`src/source/acc_pkg.sv`:
```
// Accumulation subsystem definitions
package acc_pkg;

    // ========================================================================
    // Datapath widths
    // ========================================================================
    localparam int IDATA_WIDTH    = 8;
    localparam int MAC_MULT_NUM   = 4;
    // One lane's activation or weight vector
    localparam int LANE_VEC_WIDTH = MAC_MULT_NUM * IDATA_WIDTH;
    localparam int PSUM_WIDTH     = 2 * IDATA_WIDTH + $clog2(MAC_MULT_NUM);
    // Five guard bits above the partial sum
    localparam int ODATA_WIDTH    = PSUM_WIDTH + 5;
    localparam int ACC_NUM_WIDTH  = 8;

    // ========================================================================
    // Lanes and result memory
    // ========================================================================
    localparam int LANE_NUM       = 2;
    localparam int RES_DEPTH      = 16;
    localparam int LANE_DEPTH     = RES_DEPTH / LANE_NUM;
    localparam int RES_ADDR_WIDTH = $clog2(RES_DEPTH);
    // Count must reach LANE_DEPTH itself
    localparam int CNT_WIDTH      = $clog2(LANE_DEPTH) + 1;
    // Both lanes plus the APB read port
    localparam int REQ_NUM        = LANE_NUM + 1;
    localparam int REQ_PTR_WIDTH  = $clog2(REQ_NUM);

    // ========================================================================
    // APB register map
    // ========================================================================
    localparam int APB_ADDR_WIDTH = 8;
    localparam int APB_DATA_WIDTH = 32;
    localparam logic [APB_ADDR_WIDTH-1:0] REG_CTRL        = 8'h00;
    localparam logic [APB_ADDR_WIDTH-1:0] REG_ACC_NUM     = 8'h04;
    localparam logic [APB_ADDR_WIDTH-1:0] REG_STATUS      = 8'h08;
    localparam logic [APB_ADDR_WIDTH-1:0] REG_RESULT_BASE = 8'h40;

endpackage
```
`src/source/acc_top.sv`:
```
// Accumulation subsystem top level
`timescale 1ns/10ps

module acc_top (
    input  logic                                                 clk,
    input  logic                                                 rstn,
    input  logic                                                 psel,
    input  logic                                                 penable,
    input  logic                                                 pwrite,
    input  logic [acc_pkg::APB_ADDR_WIDTH-1:0]                   paddr,
    input  logic [acc_pkg::APB_DATA_WIDTH-1:0]                   pwdata,
    output logic [acc_pkg::APB_DATA_WIDTH-1:0]                   prdata,
    output logic                                                 pready,
    output logic                                                 pslverr,
    input  logic [acc_pkg::LANE_NUM*acc_pkg::LANE_VEC_WIDTH-1:0] act,
    input  logic [acc_pkg::LANE_NUM*acc_pkg::LANE_VEC_WIDTH-1:0] wgt,
    input  logic [acc_pkg::LANE_NUM-1:0]                         in_valid
);
    import acc_pkg::*;

    logic signed [PSUM_WIDTH-1:0]   psum [LANE_NUM];
    logic [LANE_NUM-1:0]            psum_valid;
    logic [LANE_NUM*ODATA_WIDTH-1:0] odata;
    logic [LANE_NUM-1:0]            odata_valid;
    logic [ACC_NUM_WIDTH-1:0]       cfg_acc_num;
    logic                           clr;
    logic                           rd_req;
    logic                           rd_done;
    logic [RES_ADDR_WIDTH-1:0]      rd_addr;
    logic [LANE_NUM*CNT_WIDTH-1:0]  wr_count;
    logic [LANE_NUM-1:0]            ovf;
    logic                           mem_en;
    logic                           mem_we;
    logic [RES_ADDR_WIDTH-1:0]      mem_addr;
    logic [ODATA_WIDTH-1:0]         mem_wdata;
    logic [ODATA_WIDTH-1:0]         mem_rdata;

    // Compute lanes
    for (genvar g = 0; g < LANE_NUM; g++) begin : g_lane
        mac_dot u_mac (
            .clk(clk), .rstn(rstn),
            .act(act[g*LANE_VEC_WIDTH +: LANE_VEC_WIDTH]),
            .wgt(wgt[g*LANE_VEC_WIDTH +: LANE_VEC_WIDTH]),
            .in_valid(in_valid[g]),
            .psum(psum[g]), .psum_valid(psum_valid[g])
        );
        core_acc u_acc (
            .clk(clk), .rstn(rstn), .cfg_acc_num(cfg_acc_num),
            .psum(psum[g]), .psum_valid(psum_valid[g]),
            .odata(odata[g*ODATA_WIDTH +: ODATA_WIDTH]), .odata_valid(odata_valid[g])
        );
    end

    result_arbiter u_arb (
        .clk(clk), .rstn(rstn), .odata(odata), .odata_valid(odata_valid),
        .rd_req(rd_req), .rd_addr(rd_addr), .rd_done(rd_done), .clr(clr),
        .wr_count(wr_count), .ovf(ovf), .mem_en(mem_en), .mem_we(mem_we),
        .mem_addr(mem_addr), .mem_wdata(mem_wdata)
    );

    result_buffer u_buf (
        .clk(clk), .mem_en(mem_en), .mem_we(mem_we), .mem_addr(mem_addr),
        .mem_wdata(mem_wdata), .mem_rdata(mem_rdata)
    );

    apb_regs u_regs (
        .clk(clk), .rstn(rstn), .psel(psel), .penable(penable), .pwrite(pwrite),
        .paddr(paddr), .pwdata(pwdata), .prdata(prdata), .pready(pready),
        .pslverr(pslverr), .cfg_acc_num(cfg_acc_num), .clr(clr), .rd_req(rd_req),
        .rd_addr(rd_addr), .rd_done(rd_done), .mem_rdata(mem_rdata),
        .wr_count(wr_count), .ovf(ovf)
    );

endmodule

```
`src/source/apb_regs.sv`:
```
// APB configuration and status registers
`timescale 1ns/10ps

module apb_regs (
    input  logic                                            clk,
    input  logic                                            rstn,
    input  logic                                            psel,
    input  logic                                            penable,
    input  logic                                            pwrite,
    input  logic [acc_pkg::APB_ADDR_WIDTH-1:0]              paddr,
    input  logic [acc_pkg::APB_DATA_WIDTH-1:0]              pwdata,
    output logic [acc_pkg::APB_DATA_WIDTH-1:0]              prdata,
    output logic                                            pready,
    output logic                                            pslverr,
    output logic [acc_pkg::ACC_NUM_WIDTH-1:0]               cfg_acc_num,
    output logic                                            clr,
    output logic                                            rd_req,
    output logic [acc_pkg::RES_ADDR_WIDTH-1:0]              rd_addr,
    input  logic                                            rd_done,
    input  logic [acc_pkg::ODATA_WIDTH-1:0]                 mem_rdata,
    input  logic [acc_pkg::LANE_NUM*acc_pkg::CNT_WIDTH-1:0] wr_count,
    input  logic [acc_pkg::LANE_NUM-1:0]                    ovf
);
    import acc_pkg::*;

    logic                      setup;
    logic                      access;
    logic                      ctrl_hit;
    logic                      accn_hit;
    logic                      stat_hit;
    logic                      win_hit;
    logic                      win_rd;
    logic [APB_DATA_WIDTH-1:0] status;

    // ========================================================================
    // Decode
    // ========================================================================
    assign setup    = psel && !penable;
    assign access   = psel && penable;
    assign ctrl_hit = paddr == REG_CTRL;
    assign accn_hit = paddr == REG_ACC_NUM;
    assign stat_hit = paddr == REG_STATUS;
    assign win_hit  = (paddr >= REG_RESULT_BASE)
                   && (paddr < REG_RESULT_BASE + APB_ADDR_WIDTH'(4 * RES_DEPTH));
    assign win_rd   = win_hit && !pwrite;

    // Window reads wait for the memory, all else has no wait state
    assign pready  = access && (!win_rd || rd_done);
    // Unmapped address, or write to a read-only location
    assign pslverr = access
                  && (!(ctrl_hit || accn_hit || stat_hit || win_hit)
                  || (pwrite && (win_hit || stat_hit)));

    // Counts in bytes 0 and 1, overflow from bit 16
    always_comb begin
        status = '0;
        for (int i = 0; i < LANE_NUM; i++) begin
            status[8*i +: CNT_WIDTH] = wr_count[i*CNT_WIDTH +: CNT_WIDTH];
            status[16+i]             = ovf[i];
        end
    end

    // Read mux
    always_comb begin
        prdata = '0;
        if (accn_hit) begin
            prdata = APB_DATA_WIDTH'(cfg_acc_num);
        end else if (stat_hit) begin
            prdata = status;
        end else if (win_hit) begin
            prdata = {{(APB_DATA_WIDTH-ODATA_WIDTH){mem_rdata[ODATA_WIDTH-1]}}, mem_rdata};
        end
    end

    // ========================================================================
    // Registers
    // ========================================================================
    always_ff @(posedge clk or negedge rstn) begin
        if (!rstn) begin
            cfg_acc_num <= ACC_NUM_WIDTH'(1);
            clr         <= 1'b0;
            rd_req      <= 1'b0;
        end else begin
            // One-cycle clear pulse from CTRL bit 0
            clr <= access && pwrite && ctrl_hit && pwdata[0];
            if (access && pwrite && accn_hit) begin
                cfg_acc_num <= pwdata[ACC_NUM_WIDTH-1:0];
            end
            // Raised in setup, held until the data returns
            if (rd_done) begin
                rd_req <= 1'b0;
            end else if (setup && win_rd) begin
                rd_req <= 1'b1;
            end
        end
    end

    // Word index within the window
    always_ff @(posedge clk) begin
        if (setup && win_rd) begin
            rd_addr <= paddr[RES_ADDR_WIDTH+1:2];
        end
    end

endmodule

```
`src/source/result_buffer.sv`:
```
// Single-port result memory
`timescale 1ns/10ps

module result_buffer (
    input  logic                               clk,
    input  logic                               mem_en,
    input  logic                               mem_we,
    input  logic [acc_pkg::RES_ADDR_WIDTH-1:0] mem_addr,
    input  logic [acc_pkg::ODATA_WIDTH-1:0]    mem_wdata,
    output logic [acc_pkg::ODATA_WIDTH-1:0]    mem_rdata
);
    import acc_pkg::*;

    logic [ODATA_WIDTH-1:0] mem [RES_DEPTH];

    // Registered read, data one cycle after the grant
    always_ff @(posedge clk) begin
        if (mem_en) begin
            if (mem_we) begin
                mem[mem_addr] <= mem_wdata;
            end else begin
                mem_rdata <= mem[mem_addr];
            end
        end
    end

endmodule

```
`src/source/result_arbiter.sv`:
```
// Result memory arbiter
`timescale 1ns/10ps

module result_arbiter (
    input  logic                                              clk,
    input  logic                                              rstn,
    input  logic [acc_pkg::LANE_NUM*acc_pkg::ODATA_WIDTH-1:0] odata,
    input  logic [acc_pkg::LANE_NUM-1:0]                      odata_valid,
    input  logic                                              rd_req,
    input  logic [acc_pkg::RES_ADDR_WIDTH-1:0]                rd_addr,
    output logic                                              rd_done,
    input  logic                                              clr,
    output logic [acc_pkg::LANE_NUM*acc_pkg::CNT_WIDTH-1:0]   wr_count,
    output logic [acc_pkg::LANE_NUM-1:0]                      ovf,
    output logic                                              mem_en,
    output logic                                              mem_we,
    output logic [acc_pkg::RES_ADDR_WIDTH-1:0]                mem_addr,
    output logic [acc_pkg::ODATA_WIDTH-1:0]                   mem_wdata
);
    import acc_pkg::*;

    logic [ODATA_WIDTH-1:0]   pend_data [LANE_NUM];
    logic [LANE_NUM-1:0]      pend_vld;
    logic [LANE_NUM-1:0]      full;
    logic [REQ_NUM-1:0]       req;
    logic [REQ_NUM-1:0]       gnt;
    logic [REQ_PTR_WIDTH-1:0] gnt_idx;
    logic [REQ_PTR_WIDTH-1:0] rr_ptr;

    // ========================================================================
    // Round-robin grant
    // ========================================================================
    // Top request bit is the APB read, masked while its data returns
    assign req = {rd_req && !rd_done, pend_vld};

    // Walk down from the far end so the slot at rr_ptr wins
    always_comb begin
        int idx;
        gnt     = '0;
        gnt_idx = '0;
        for (int k = REQ_NUM - 1; k >= 0; k--) begin
            idx = (int'(rr_ptr) + k) % REQ_NUM;
            if (req[idx]) begin
                gnt      = '0;
                gnt[idx] = 1'b1;
                gnt_idx  = REQ_PTR_WIDTH'(idx);
            end
        end
    end

    // Memory port, write happens in the grant cycle
    always_comb begin
        mem_en    = gnt[REQ_NUM-1];
        mem_we    = 1'b0;
        mem_addr  = rd_addr;
        mem_wdata = '0;
        for (int i = 0; i < LANE_NUM; i++) begin
            full[i] = wr_count[i*CNT_WIDTH +: CNT_WIDTH] == CNT_WIDTH'(LANE_DEPTH);
            if (gnt[i] && !full[i]) begin
                mem_en    = 1'b1;
                mem_we    = 1'b1;
                // Lane region base plus count
                mem_addr  = RES_ADDR_WIDTH'(i * LANE_DEPTH)
                          + RES_ADDR_WIDTH'(wr_count[i*CNT_WIDTH +: CNT_WIDTH]);
                mem_wdata = pend_data[i];
            end
        end
    end

    // ========================================================================
    // Pending flags, pointers and counts
    // ========================================================================
    always_ff @(posedge clk or negedge rstn) begin
        if (!rstn) begin
            pend_vld <= '0;
            wr_count <= '0;
            ovf      <= '0;
            rr_ptr   <= '0;
            rd_done  <= 1'b0;
        end else begin
            // Read data valid one cycle after its grant
            rd_done <= gnt[REQ_NUM-1];
            if (|gnt) begin
                rr_ptr <= (gnt_idx == REQ_PTR_WIDTH'(REQ_NUM - 1)) ? '0 : gnt_idx + 1'b1;
            end
            for (int i = 0; i < LANE_NUM; i++) begin
                if (odata_valid[i]) begin
                    pend_vld[i] <= 1'b1;
                end else if (gnt[i]) begin
                    pend_vld[i] <= 1'b0;
                end
                if (clr) begin
                    wr_count[i*CNT_WIDTH +: CNT_WIDTH] <= '0;
                    ovf[i]                             <= 1'b0;
                end else if (gnt[i]) begin
                    // Full lane drops the result
                    if (full[i]) begin
                        ovf[i] <= 1'b1;
                    end else begin
                        wr_count[i*CNT_WIDTH +: CNT_WIDTH] <=
                            wr_count[i*CNT_WIDTH +: CNT_WIDTH] + 1'b1;
                    end
                end
            end
        end
    end

    // Pending result words
    always_ff @(posedge clk) begin
        for (int i = 0; i < LANE_NUM; i++) begin
            if (odata_valid[i]) begin
                pend_data[i] <= odata[i*ODATA_WIDTH +: ODATA_WIDTH];
            end
        end
    end

    for (genvar g = 0; g < LANE_NUM; g++) begin : g_chk
        a_no_overwrite: assert property (@(posedge clk) disable iff (!rstn)
            pend_vld[g] && !gnt[g] |-> !odata_valid[g]);
    end

endmodule

```
`src/source/core_acc.sv`:
```
// Partial-sum accumulator
`timescale 1ns/10ps

module core_acc (
    input  logic                                    clk,
    input  logic                                    rstn,
    input  logic [acc_pkg::ACC_NUM_WIDTH-1:0]       cfg_acc_num,
    input  logic signed [acc_pkg::PSUM_WIDTH-1:0]   psum,
    input  logic                                    psum_valid,
    output logic signed [acc_pkg::ODATA_WIDTH-1:0]  odata,
    output logic                                    odata_valid
);
    import acc_pkg::*;

    logic [ACC_NUM_WIDTH-1:0]      psum_cnt;
    logic                          last_psum;
    logic                          finish;
    logic signed [ODATA_WIDTH-1:0] psum_ext;
    logic signed [ODATA_WIDTH-1:0] acc_reg;

    // ========================================================================
    // Partial-sum counter
    // ========================================================================
    // Zero count never finishes
    assign last_psum = psum_valid && (cfg_acc_num != '0)
                    && (psum_cnt == cfg_acc_num - 1'b1);

    always_ff @(posedge clk or negedge rstn) begin
        if (!rstn) begin
            psum_cnt <= '0;
            finish   <= 1'b0;
        end else begin
            finish <= last_psum;
            if (last_psum) begin
                psum_cnt <= '0;
            end else if (psum_valid) begin
                psum_cnt <= psum_cnt + 1'b1;
            end
        end
    end

    // ========================================================================
    // Accumulate and output
    // ========================================================================
    assign psum_ext = {{(ODATA_WIDTH-PSUM_WIDTH){psum[PSUM_WIDTH-1]}}, psum};

    always_ff @(posedge clk or negedge rstn) begin
        if (!rstn) begin
            acc_reg     <= '0;
            odata_valid <= 1'b0;
        end else begin
            odata_valid <= finish;
            // A psum in the finish cycle opens the next sum
            if (finish) begin
                acc_reg <= psum_valid ? psum_ext : '0;
            end else if (psum_valid) begin
                acc_reg <= acc_reg + psum_ext;
            end
        end
    end

    // Finished total, held until the next finish
    always_ff @(posedge clk) begin
        if (finish) begin
            odata <= acc_reg;
        end
    end

    a_valid_pulse: assert property (@(posedge clk) disable iff (!rstn)
        odata_valid && (cfg_acc_num > 1) |=> !odata_valid);

endmodule

```
`src/source/mac_dot.sv`:
```
// Four-way signed dot product
`timescale 1ns/10ps

module mac_dot (
    input  logic                                   clk,
    input  logic                                   rstn,
    input  logic [acc_pkg::LANE_VEC_WIDTH-1:0]     act,
    input  logic [acc_pkg::LANE_VEC_WIDTH-1:0]     wgt,
    input  logic                                   in_valid,
    output logic signed [acc_pkg::PSUM_WIDTH-1:0]  psum,
    output logic                                   psum_valid
);
    import acc_pkg::*;

    logic signed [PSUM_WIDTH-1:0] dot_sum;

    // Products summed at full partial-sum width
    always_comb begin
        logic signed [IDATA_WIDTH-1:0]   a_el;
        logic signed [IDATA_WIDTH-1:0]   w_el;
        logic signed [2*IDATA_WIDTH-1:0] prod;
        dot_sum = '0;
        for (int i = 0; i < MAC_MULT_NUM; i++) begin
            a_el    = act[i*IDATA_WIDTH +: IDATA_WIDTH];
            w_el    = wgt[i*IDATA_WIDTH +: IDATA_WIDTH];
            prod    = a_el * w_el;
            // Signed add extends prod
            dot_sum = dot_sum + prod;
        end
    end

    // Valid bit
    always_ff @(posedge clk or negedge rstn) begin
        if (!rstn) begin
            psum_valid <= 1'b0;
        end else begin
            psum_valid <= in_valid;
        end
    end

    // Sum captured only for accepted vectors
    always_ff @(posedge clk) begin
        if (in_valid) begin
            psum <= dot_sum;
        end
    end

    a_psum_known: assert property (@(posedge clk) disable iff (!rstn)
        psum_valid |-> !$isunknown(psum));

endmodule

```
`config.mk`:
```
export PLATFORM = sky130hd
export DESIGN_NAME = acc_top
export DESIGN_NICKNAME = d
export VERILOG_FILES = /design/src/source/acc_pkg.sv /design/src/source/acc_top.sv /design/src/source/apb_regs.sv /design/src/source/result_buffer.sv /design/src/source/result_arbiter.sv /design/src/source/core_acc.sv /design/src/source/mac_dot.sv
export SDC_FILE = /design/constraint.sdc
export NUM_CORES = 2
export LEC_CHECK = 0
export ABC_AREA = 1
export ABC_CLOCK_PERIOD_IN_PS = 5300
export BUFFER_PORTS_ARGS = -buffer_cell sky130_fd_sc_hd__buf_2
export CAP_MARGIN = 20
export CORE_ASPECT_RATIO = 0.5
export CORE_MARGIN = 2
export CORE_UTILIZATION = 50
export DETAILED_ROUTE_END_ITERATION = 8
export PLACE_DENSITY_LB_ADDON = 0.12
export RECOVER_POWER = 100
export SLEW_MARGIN = 20
export SYNTH_ARGS = -nofsm -noshare
export SYNTH_HDL_FRONTEND = slang
export SYNTH_HIERARCHICAL = 1
export SYNTH_SLANG_ARGS = --single-unit
```
`constraint.sdc`:
```
create_clock -name clk -period 5.3 [get_ports clk]
set_clock_uncertainty 0.2 [all_clocks]
set_input_delay 0.265 -clock clk [delete_from_list [all_inputs] [get_ports clk]]
set_output_delay 0.265 -clock clk [all_outputs]
set_load 0.02 [all_outputs]
```
# Word-level counts from Yosys, hierarchy flattened
# Memory sizes are Yosys's and may differ from the RTL's. A register that Yosys moved wholly into a read port is not among the register bits.
# Index checks and enable logic that the tools add are counted.
op_classes:
  muxes: 68
  div_mod_pow: 3
  n_eq_ne: 9
  order_cmp: 8
  add_sub_neg: 17
  reduce_logical: 54
  bitwise: 1
  mul: 8
op_table:
  columns: ["cell", "n"]
  rows:
  - ["$mux 23", 8]
  - ["$mul 8x8->16", 8]
  - ["$ge 32x1->1 const B", 3]
  - ["$lt 32x4->1 const B", 3]
  - ["$mux 32", 3]
  - ["$mod 32x3->32 const B", 2]
  - ["$add 23x18->23", 2]
  - ["$add 17x16->18", 2]
  - ["$add 18x16->18", 2]
  - ["$add 16x16->17", 2]
  - ["$mod 3x3->32 const B", 1]
  - ["$mux 1", 32]
  - ["$mux 4", 8]
  - ["$mux 8", 4]
  - ["$logic_and 1x1->1", 22]
  - ["$reduce_bool 2->1", 11]
  - ["$add 8x1->8 const B", 2]
  - ["$eq 8x8->1", 2]
  - ["$reduce_and 2->1", 5]
  - ["$mux 3", 3]
  - ["$add 4x1->4 const B", 2]
  - ["$eq 4x4->1 const B", 2]
  - ["$eq 8x3->1 const B", 1]
  - ["$eq 8x4->1 const B", 1]
  - ["18 further kinds", 37]
word_totals:
  ramBits: 414
  regBits: 179
  mem_count: 2
  out_inout_bits: 34
  word_cells: 196
mem_list:
  columns: ["name", "words", "width", "rd", "rd_ports_with_merged_regs", "write_ports", "line_no", "rtl"]
  rows:
  - ["u_buf.mem", 16, 23, 1, 1, 1, "result_buffer.sv:14", "logic [ODATA_WIDTH-1:0] mem [RES_DEPTH];"]
  - ["u_arb.pend_data", 2, 23, 2, 0, 2, "result_arbiter.sv:22", "logic [ODATA_WIDTH-1:0] pend_data [LANE_NUM];"]

# Depth between registers and ports, before layout
depth:
  ltp_word: 15
  depth_mapped: 29

# Hierarchy
# The synthesis kept the hierarchy.
by_module_without_submodules:
  columns: ["module", "seq_area_each_um2", "instances", "cells_per_inst", "area_each_um2"]
  rows:
  - ["result_buffer", 11741.3, 1, 1531, 16155.5]
  - ["mac_dot at g_lane[0].u_mac", 565.5, 1, 1439, 12134.1]
  - ["mac_dot at g_lane[1].u_mac", 565.5, 1, 1437, 12109.1]
  - ["core_acc", 1516.5, 2, 686, 4383.0]
  - ["result_arbiter", 1756.7, 1, 291, 2937.8]
  - ["apb_regs", 371.6, 1, 156, 1089.8]

# Worst setup path after synthesis
# Ideal clock, no wire load.
synth_path:
  kind: "in2reg"
  start: "input port act[55] (netlist bit)"
  end: "register g_lane[1].u_mac/psum[17] (netlist bit) (data pin)"
  setup_time_ns: 0.252
  stages: 26
  arrival_ns: 6.336
  path_slack_ns: -1.488
  path_cell_list: "clkbuf_1 > nand2_1 > inv_1 > fa_1 > inv_1 > fa_1 > inv_1 > fa_1 > inv_1 > fa_1 > inv_1 > fa_1 > inv_1 > fa_1 > fa_1 > fa_1 > inv_1 > ha_1 > nand2_1 > nor2_1 > o21ai_0 > nand3_1 > nor2_1 > inv_1 > nand3_1 > nand2_1"
synth_between:
  elab_chain_cells: 3
synth_rtl:
  columns: ["element", "line_no", "rtl"]
  rows:
  - ["start, declared", "acc_top.sv:15", "input logic [acc_pkg::LANE_NUM*acc_pkg::LANE_VEC_WIDTH-1:0] act,"]
  - ["$mul 8x8->16", "mac_dot.sv:26", "prod = a_el * w_el;"]
  - ["$add 17x16->18", "mac_dot.sv:28", "dot_sum = dot_sum + prod;"]
  - ["$add 18x16->18", "mac_dot.sv:28", null]
  - ["named net g_lane[1].u_mac.dot_sum[17]", "mac_dot.sv:15", "logic signed [PSUM_WIDTH-1:0] dot_sum;"]
  - ["end signal, assigned", "mac_dot.sv:44", "psum <= dot_sum;"]
  - ["end, declared", "mac_dot.sv:10", "output logic signed [acc_pkg::PSUM_WIDTH-1:0] psum,"]
# The timed path passes the listed nets, and every way through them passes these cells.
# A chain may end at the register's enable or synchronous reset.

# Final worst setup path
layout_path:
  start: "input port wgt[39] (netlist bit)"
  end: "register g_lane[1].u_mac/psum[17] (netlist bit) (data pin)"
layout_between:
  elab_chain_cells: 4
layout_rtl:
  columns: ["element", "line_no", "rtl"]
  rows:
  - ["start, declared", "acc_top.sv:16", "input logic [acc_pkg::LANE_NUM*acc_pkg::LANE_VEC_WIDTH-1:0] wgt,"]
  - ["$mul 8x8->16", "mac_dot.sv:26", null]
  - ["$add 16x16->17", "mac_dot.sv:28", null]
  - ["$add 17x16->18", "mac_dot.sv:28", null]
  - ["$add 18x16->18", "mac_dot.sv:28", null]
  - ["named net g_lane[1].u_mac.dot_sum[17]", "mac_dot.sv:15", null]
# The timed path passes the listed nets, and every way through them passes these cells.

==> results by group <==
Place
  • Inst Count DP: 7926
  • Hpwl dp: 103000 microns
  • Placement Setup Slack: -1.36 ns
  • RD Place Congestion: 0.942
  • Port bufs: 184

Cells and area
  • Most frequent cells in the layout: 2195 x nand2_1, 1379 x inv_1, 593 x fa_1, 523 x edfxtp_1, 282 x buf_4
  • Register with the most flip-flops: u_buf/mem
  • Post-route insts no fill: 8098
  • Layout area overhead: 16.2%
  • Layout cell share with drive strength beyond 1: 15.1%
  • Multi-input gate area: 29700 sq um
  • Most common cell after layout, fill and taps aside: nand2_1
  • Largest register FFs: 368
  • Nets@finish: 7690
  • Finished Core Util: 58.7%
  • Register area: 18000 sq um
  • FILL cells: 9405

Clocking
  • CTS Buffer Depth: 3
  • TritonCTS clock tree: built
  • Number of clock sinks: 616
  • Clock transition at the registers of the reported paths: 0.06 ns
  • Worst-Skew Late Latency: 0.65 ns
  • CTS H-Tree Depth: 2
  • Cts bufs inserted: 60
  • Root buf cell: clkbuf_16

Worst setup path
  • CP Launch Type: primary input
  • Worst R2R Path Depth: 14
  • Critical path class: primary input to register
  • Req. time, crit path: 5.49 ns
  • Reg2Reg Setup Slack: -0.12 ns
  • RR Startpoint: u_arb/rr_ptr[0]$_DFFE_PN0P_
  • Max FO, Critical Path: 7
  • Worst Path Arrival: 6.07 ns
  • R2R Path End: u_buf/mem[4][2]$_DFFE_PP_
  • CP Capture Type: register

Outcome
  • Failing checks: max-capacitance violations, max-slew violations, negative setup slack
  • Status: finished, violations left

Drt
  • Vias post-DR: 39100
  • WL/cell: 16.3 microns
  • Final wirelength: 132000 microns
  • Initial drt markers: 2576
  • Antenna Nets Post-Route: 0
  • Pre-antenna DRT Iters: 6
  • Routed vias/inst: 4.83
  • DR DRC count: 0

Global routing
  • Grt peak-use layer: met2
  • M3 GR Usage: 2.86%
  • Met1 Usage GRT: 35.5%
  • First-pass GRT wire length: 214000 microns
  • Largest net degree at the start of global routing: 91
  • M2 GR Usage: 41.1%
  • Initial antenna violation count: 7
  • GRT Overall Usage: 24.7%
  • GRT overflow: 0
  • Vias in the first global route: 39500

Timing
  • Measured slew at the worst slew-check pin: 3.36 ns
  • Final hold slack: 0.103 ns
  • Final setup violating endpoints: 59
  • RSZ-0062 raised after global routing: yes
  • Final worst slack: -0.577 ns
  • Max Clock Freq: 170 MHz
  • Final slew viol count: 165
  • Fin crit share: 111%
  • Hold Fails Final Rpt: 0
  • Fin crit period: 5.88 ns
  • Slew HR: -124%

Synth
  • Synth Register Bits: 616
  • Mapped Nets: 7291
  • Sequential area share after synthesis: 33.9%
  • Area contributors post-synth: edfxtp_1 30%, fa_1 24%, nand2_1 16%, inv_1 10%, ha_1 5.9%
  • Yosys warning count: 6
  • Post-synth EDFFs: 523
  • Cell area after synthesis: 53200 sq um
  • Mean Syn Cell Area: 8.54 sq um
  • Post-synth ARST share: 15.1%
  • Synth top area share: 29.5%
  • Yosys cell types: 49
  • Yosys top cell by area: edfxtp_1
  • Instance count of the mapped netlist: 6226
  • Main flop type after synthesis: edfxtp_1

Floorplanning
  • Boundary Pins: 209
  • Starting Density: 50.5%
  • Die W: 465 microns
  • Area of the core: 105000 sq um
  • Chip height: 235 microns
  • Die ar.: 109000 sq um
  • Row count: 84

Hold path
  • Hold path depth: 5
  • Hold wc startpoint: act[32]
  • Worst hold endpoint: g_lane[1].u_mac/psum[0]$_DFFE_PP_
  • Hold Path Class: primary input to register

Run
  • Max-Cap Viols: 5
cell type report:
type	count	area share (%)
Multi-Input combinational cell	3880	48.0
Sequential cell	616	29.2
Inverter	1503	9.20
Timing Repair Buffer	564	7.16
Tap cell	1419	2.87
Clock buffer	72	2.60
Clock inverter	42	0.949
Antenna cell	2	0.00809
kinds of logic after synthesis:
logic type      synth area share, %
buf+inv                        12.7
flops                          33.9
xor+xnor                      0.906
compound gates                 1.50
simple gates                   21.1
fa+ha+maj                      29.9
synth_stat cells (7+ instances only):
master and number:
inv_2 22, o21ai_1 12, nand4_1 29, nor2_2 11, buf_6 7, fa_1 638, nand2_4 7, dfrtp_1 92
a21oi_1 53, o21ai_2 12, o21ai_0 27, ha_1 252, nor2_1 209, nor3_1 11, or2_2 24, nand2_2 17
buf_4 32, buf_2 49, nor2_4 7, nand3_1 207, clkbuf_1 135, nand3b_1 10, xor2_1 37, nand2_1 2254
inv_1 1475, edfxtp_1 523, xnor2_1 18
worst max path at each step:
stage,from,to,cells after the start
finish,wgt[39],g_lane[1].u_mac/psum[17]$_DFFE_PP_,25
global placement,act[23],g_lane[0].u_mac/psum[16]$_DFFE_PP_,21
detailed placement,act[23],g_lane[0].u_mac/psum[16]$_DFFE_PP_,19
floorplan,wgt[2],g_lane[0].u_mac/psum[17]$_DFFE_PP_,26
global route,wgt[31],g_lane[0].u_mac/psum[15]$_DFFE_PP_,25
CTS,wgt[31],g_lane[0].u_mac/psum[15]$_DFFE_PP_,24
routing by layer:
| layer | up-vias | routed length [microns] |
|---|---|---|
| met5 | - | 0 |
| met2 | 909 | 63000 |
| li1 | 19100 | - |
| met3 | 116 | 7210 |
| met4 | 0 | 1840 |
| met1 | 19000 | 60300 |
through the flow:
stage	TNS [ns]	area, sq um
after floorplan	-14.38	54700
after CTS	-7.79	61500
final	-11.91	61800
after global routing	-74.00	61800
after global placement	-27.33	58300
after detailed placement	-28.83	58300
repair_timing:
item / 4_1_cts / 5_1_grt
hold endpoints to repair: 109 / 0
pin swaps: 143 / 120
endpoints found under the setup margin: 24 / 26
hold buffers: 21 / 0
setup buffers: 24 / 16
gates resized for setup: 183 / 132
worst max-delay path, stage by stage:
cell and delay, ns:
buf_8 0.08, clkinvlp_4 0.10, buf_12 0.15, or2_4 0.23, fa_1 0.52, inv_2 0.04
fa_1 0.47, fa_1 0.51, inv_2 0.04, fa_1 0.54, inv_1 0.05, fa_1 0.47
fa_2 0.48, fa_1 0.51, inv_2 0.04, fa_1 0.49, inv_2 0.05, ha_4 0.28
a21o_1 0.20, o21ai_1 0.14, nand3_1 0.10, nor2_2 0.12, inv_1 0.05, nand3_1 0.07
nand2_1 0.06
Power is left out: the tool's default activity adds up to more than one toggle a clock period on the data nets, which glitch-free logic cannot reach.
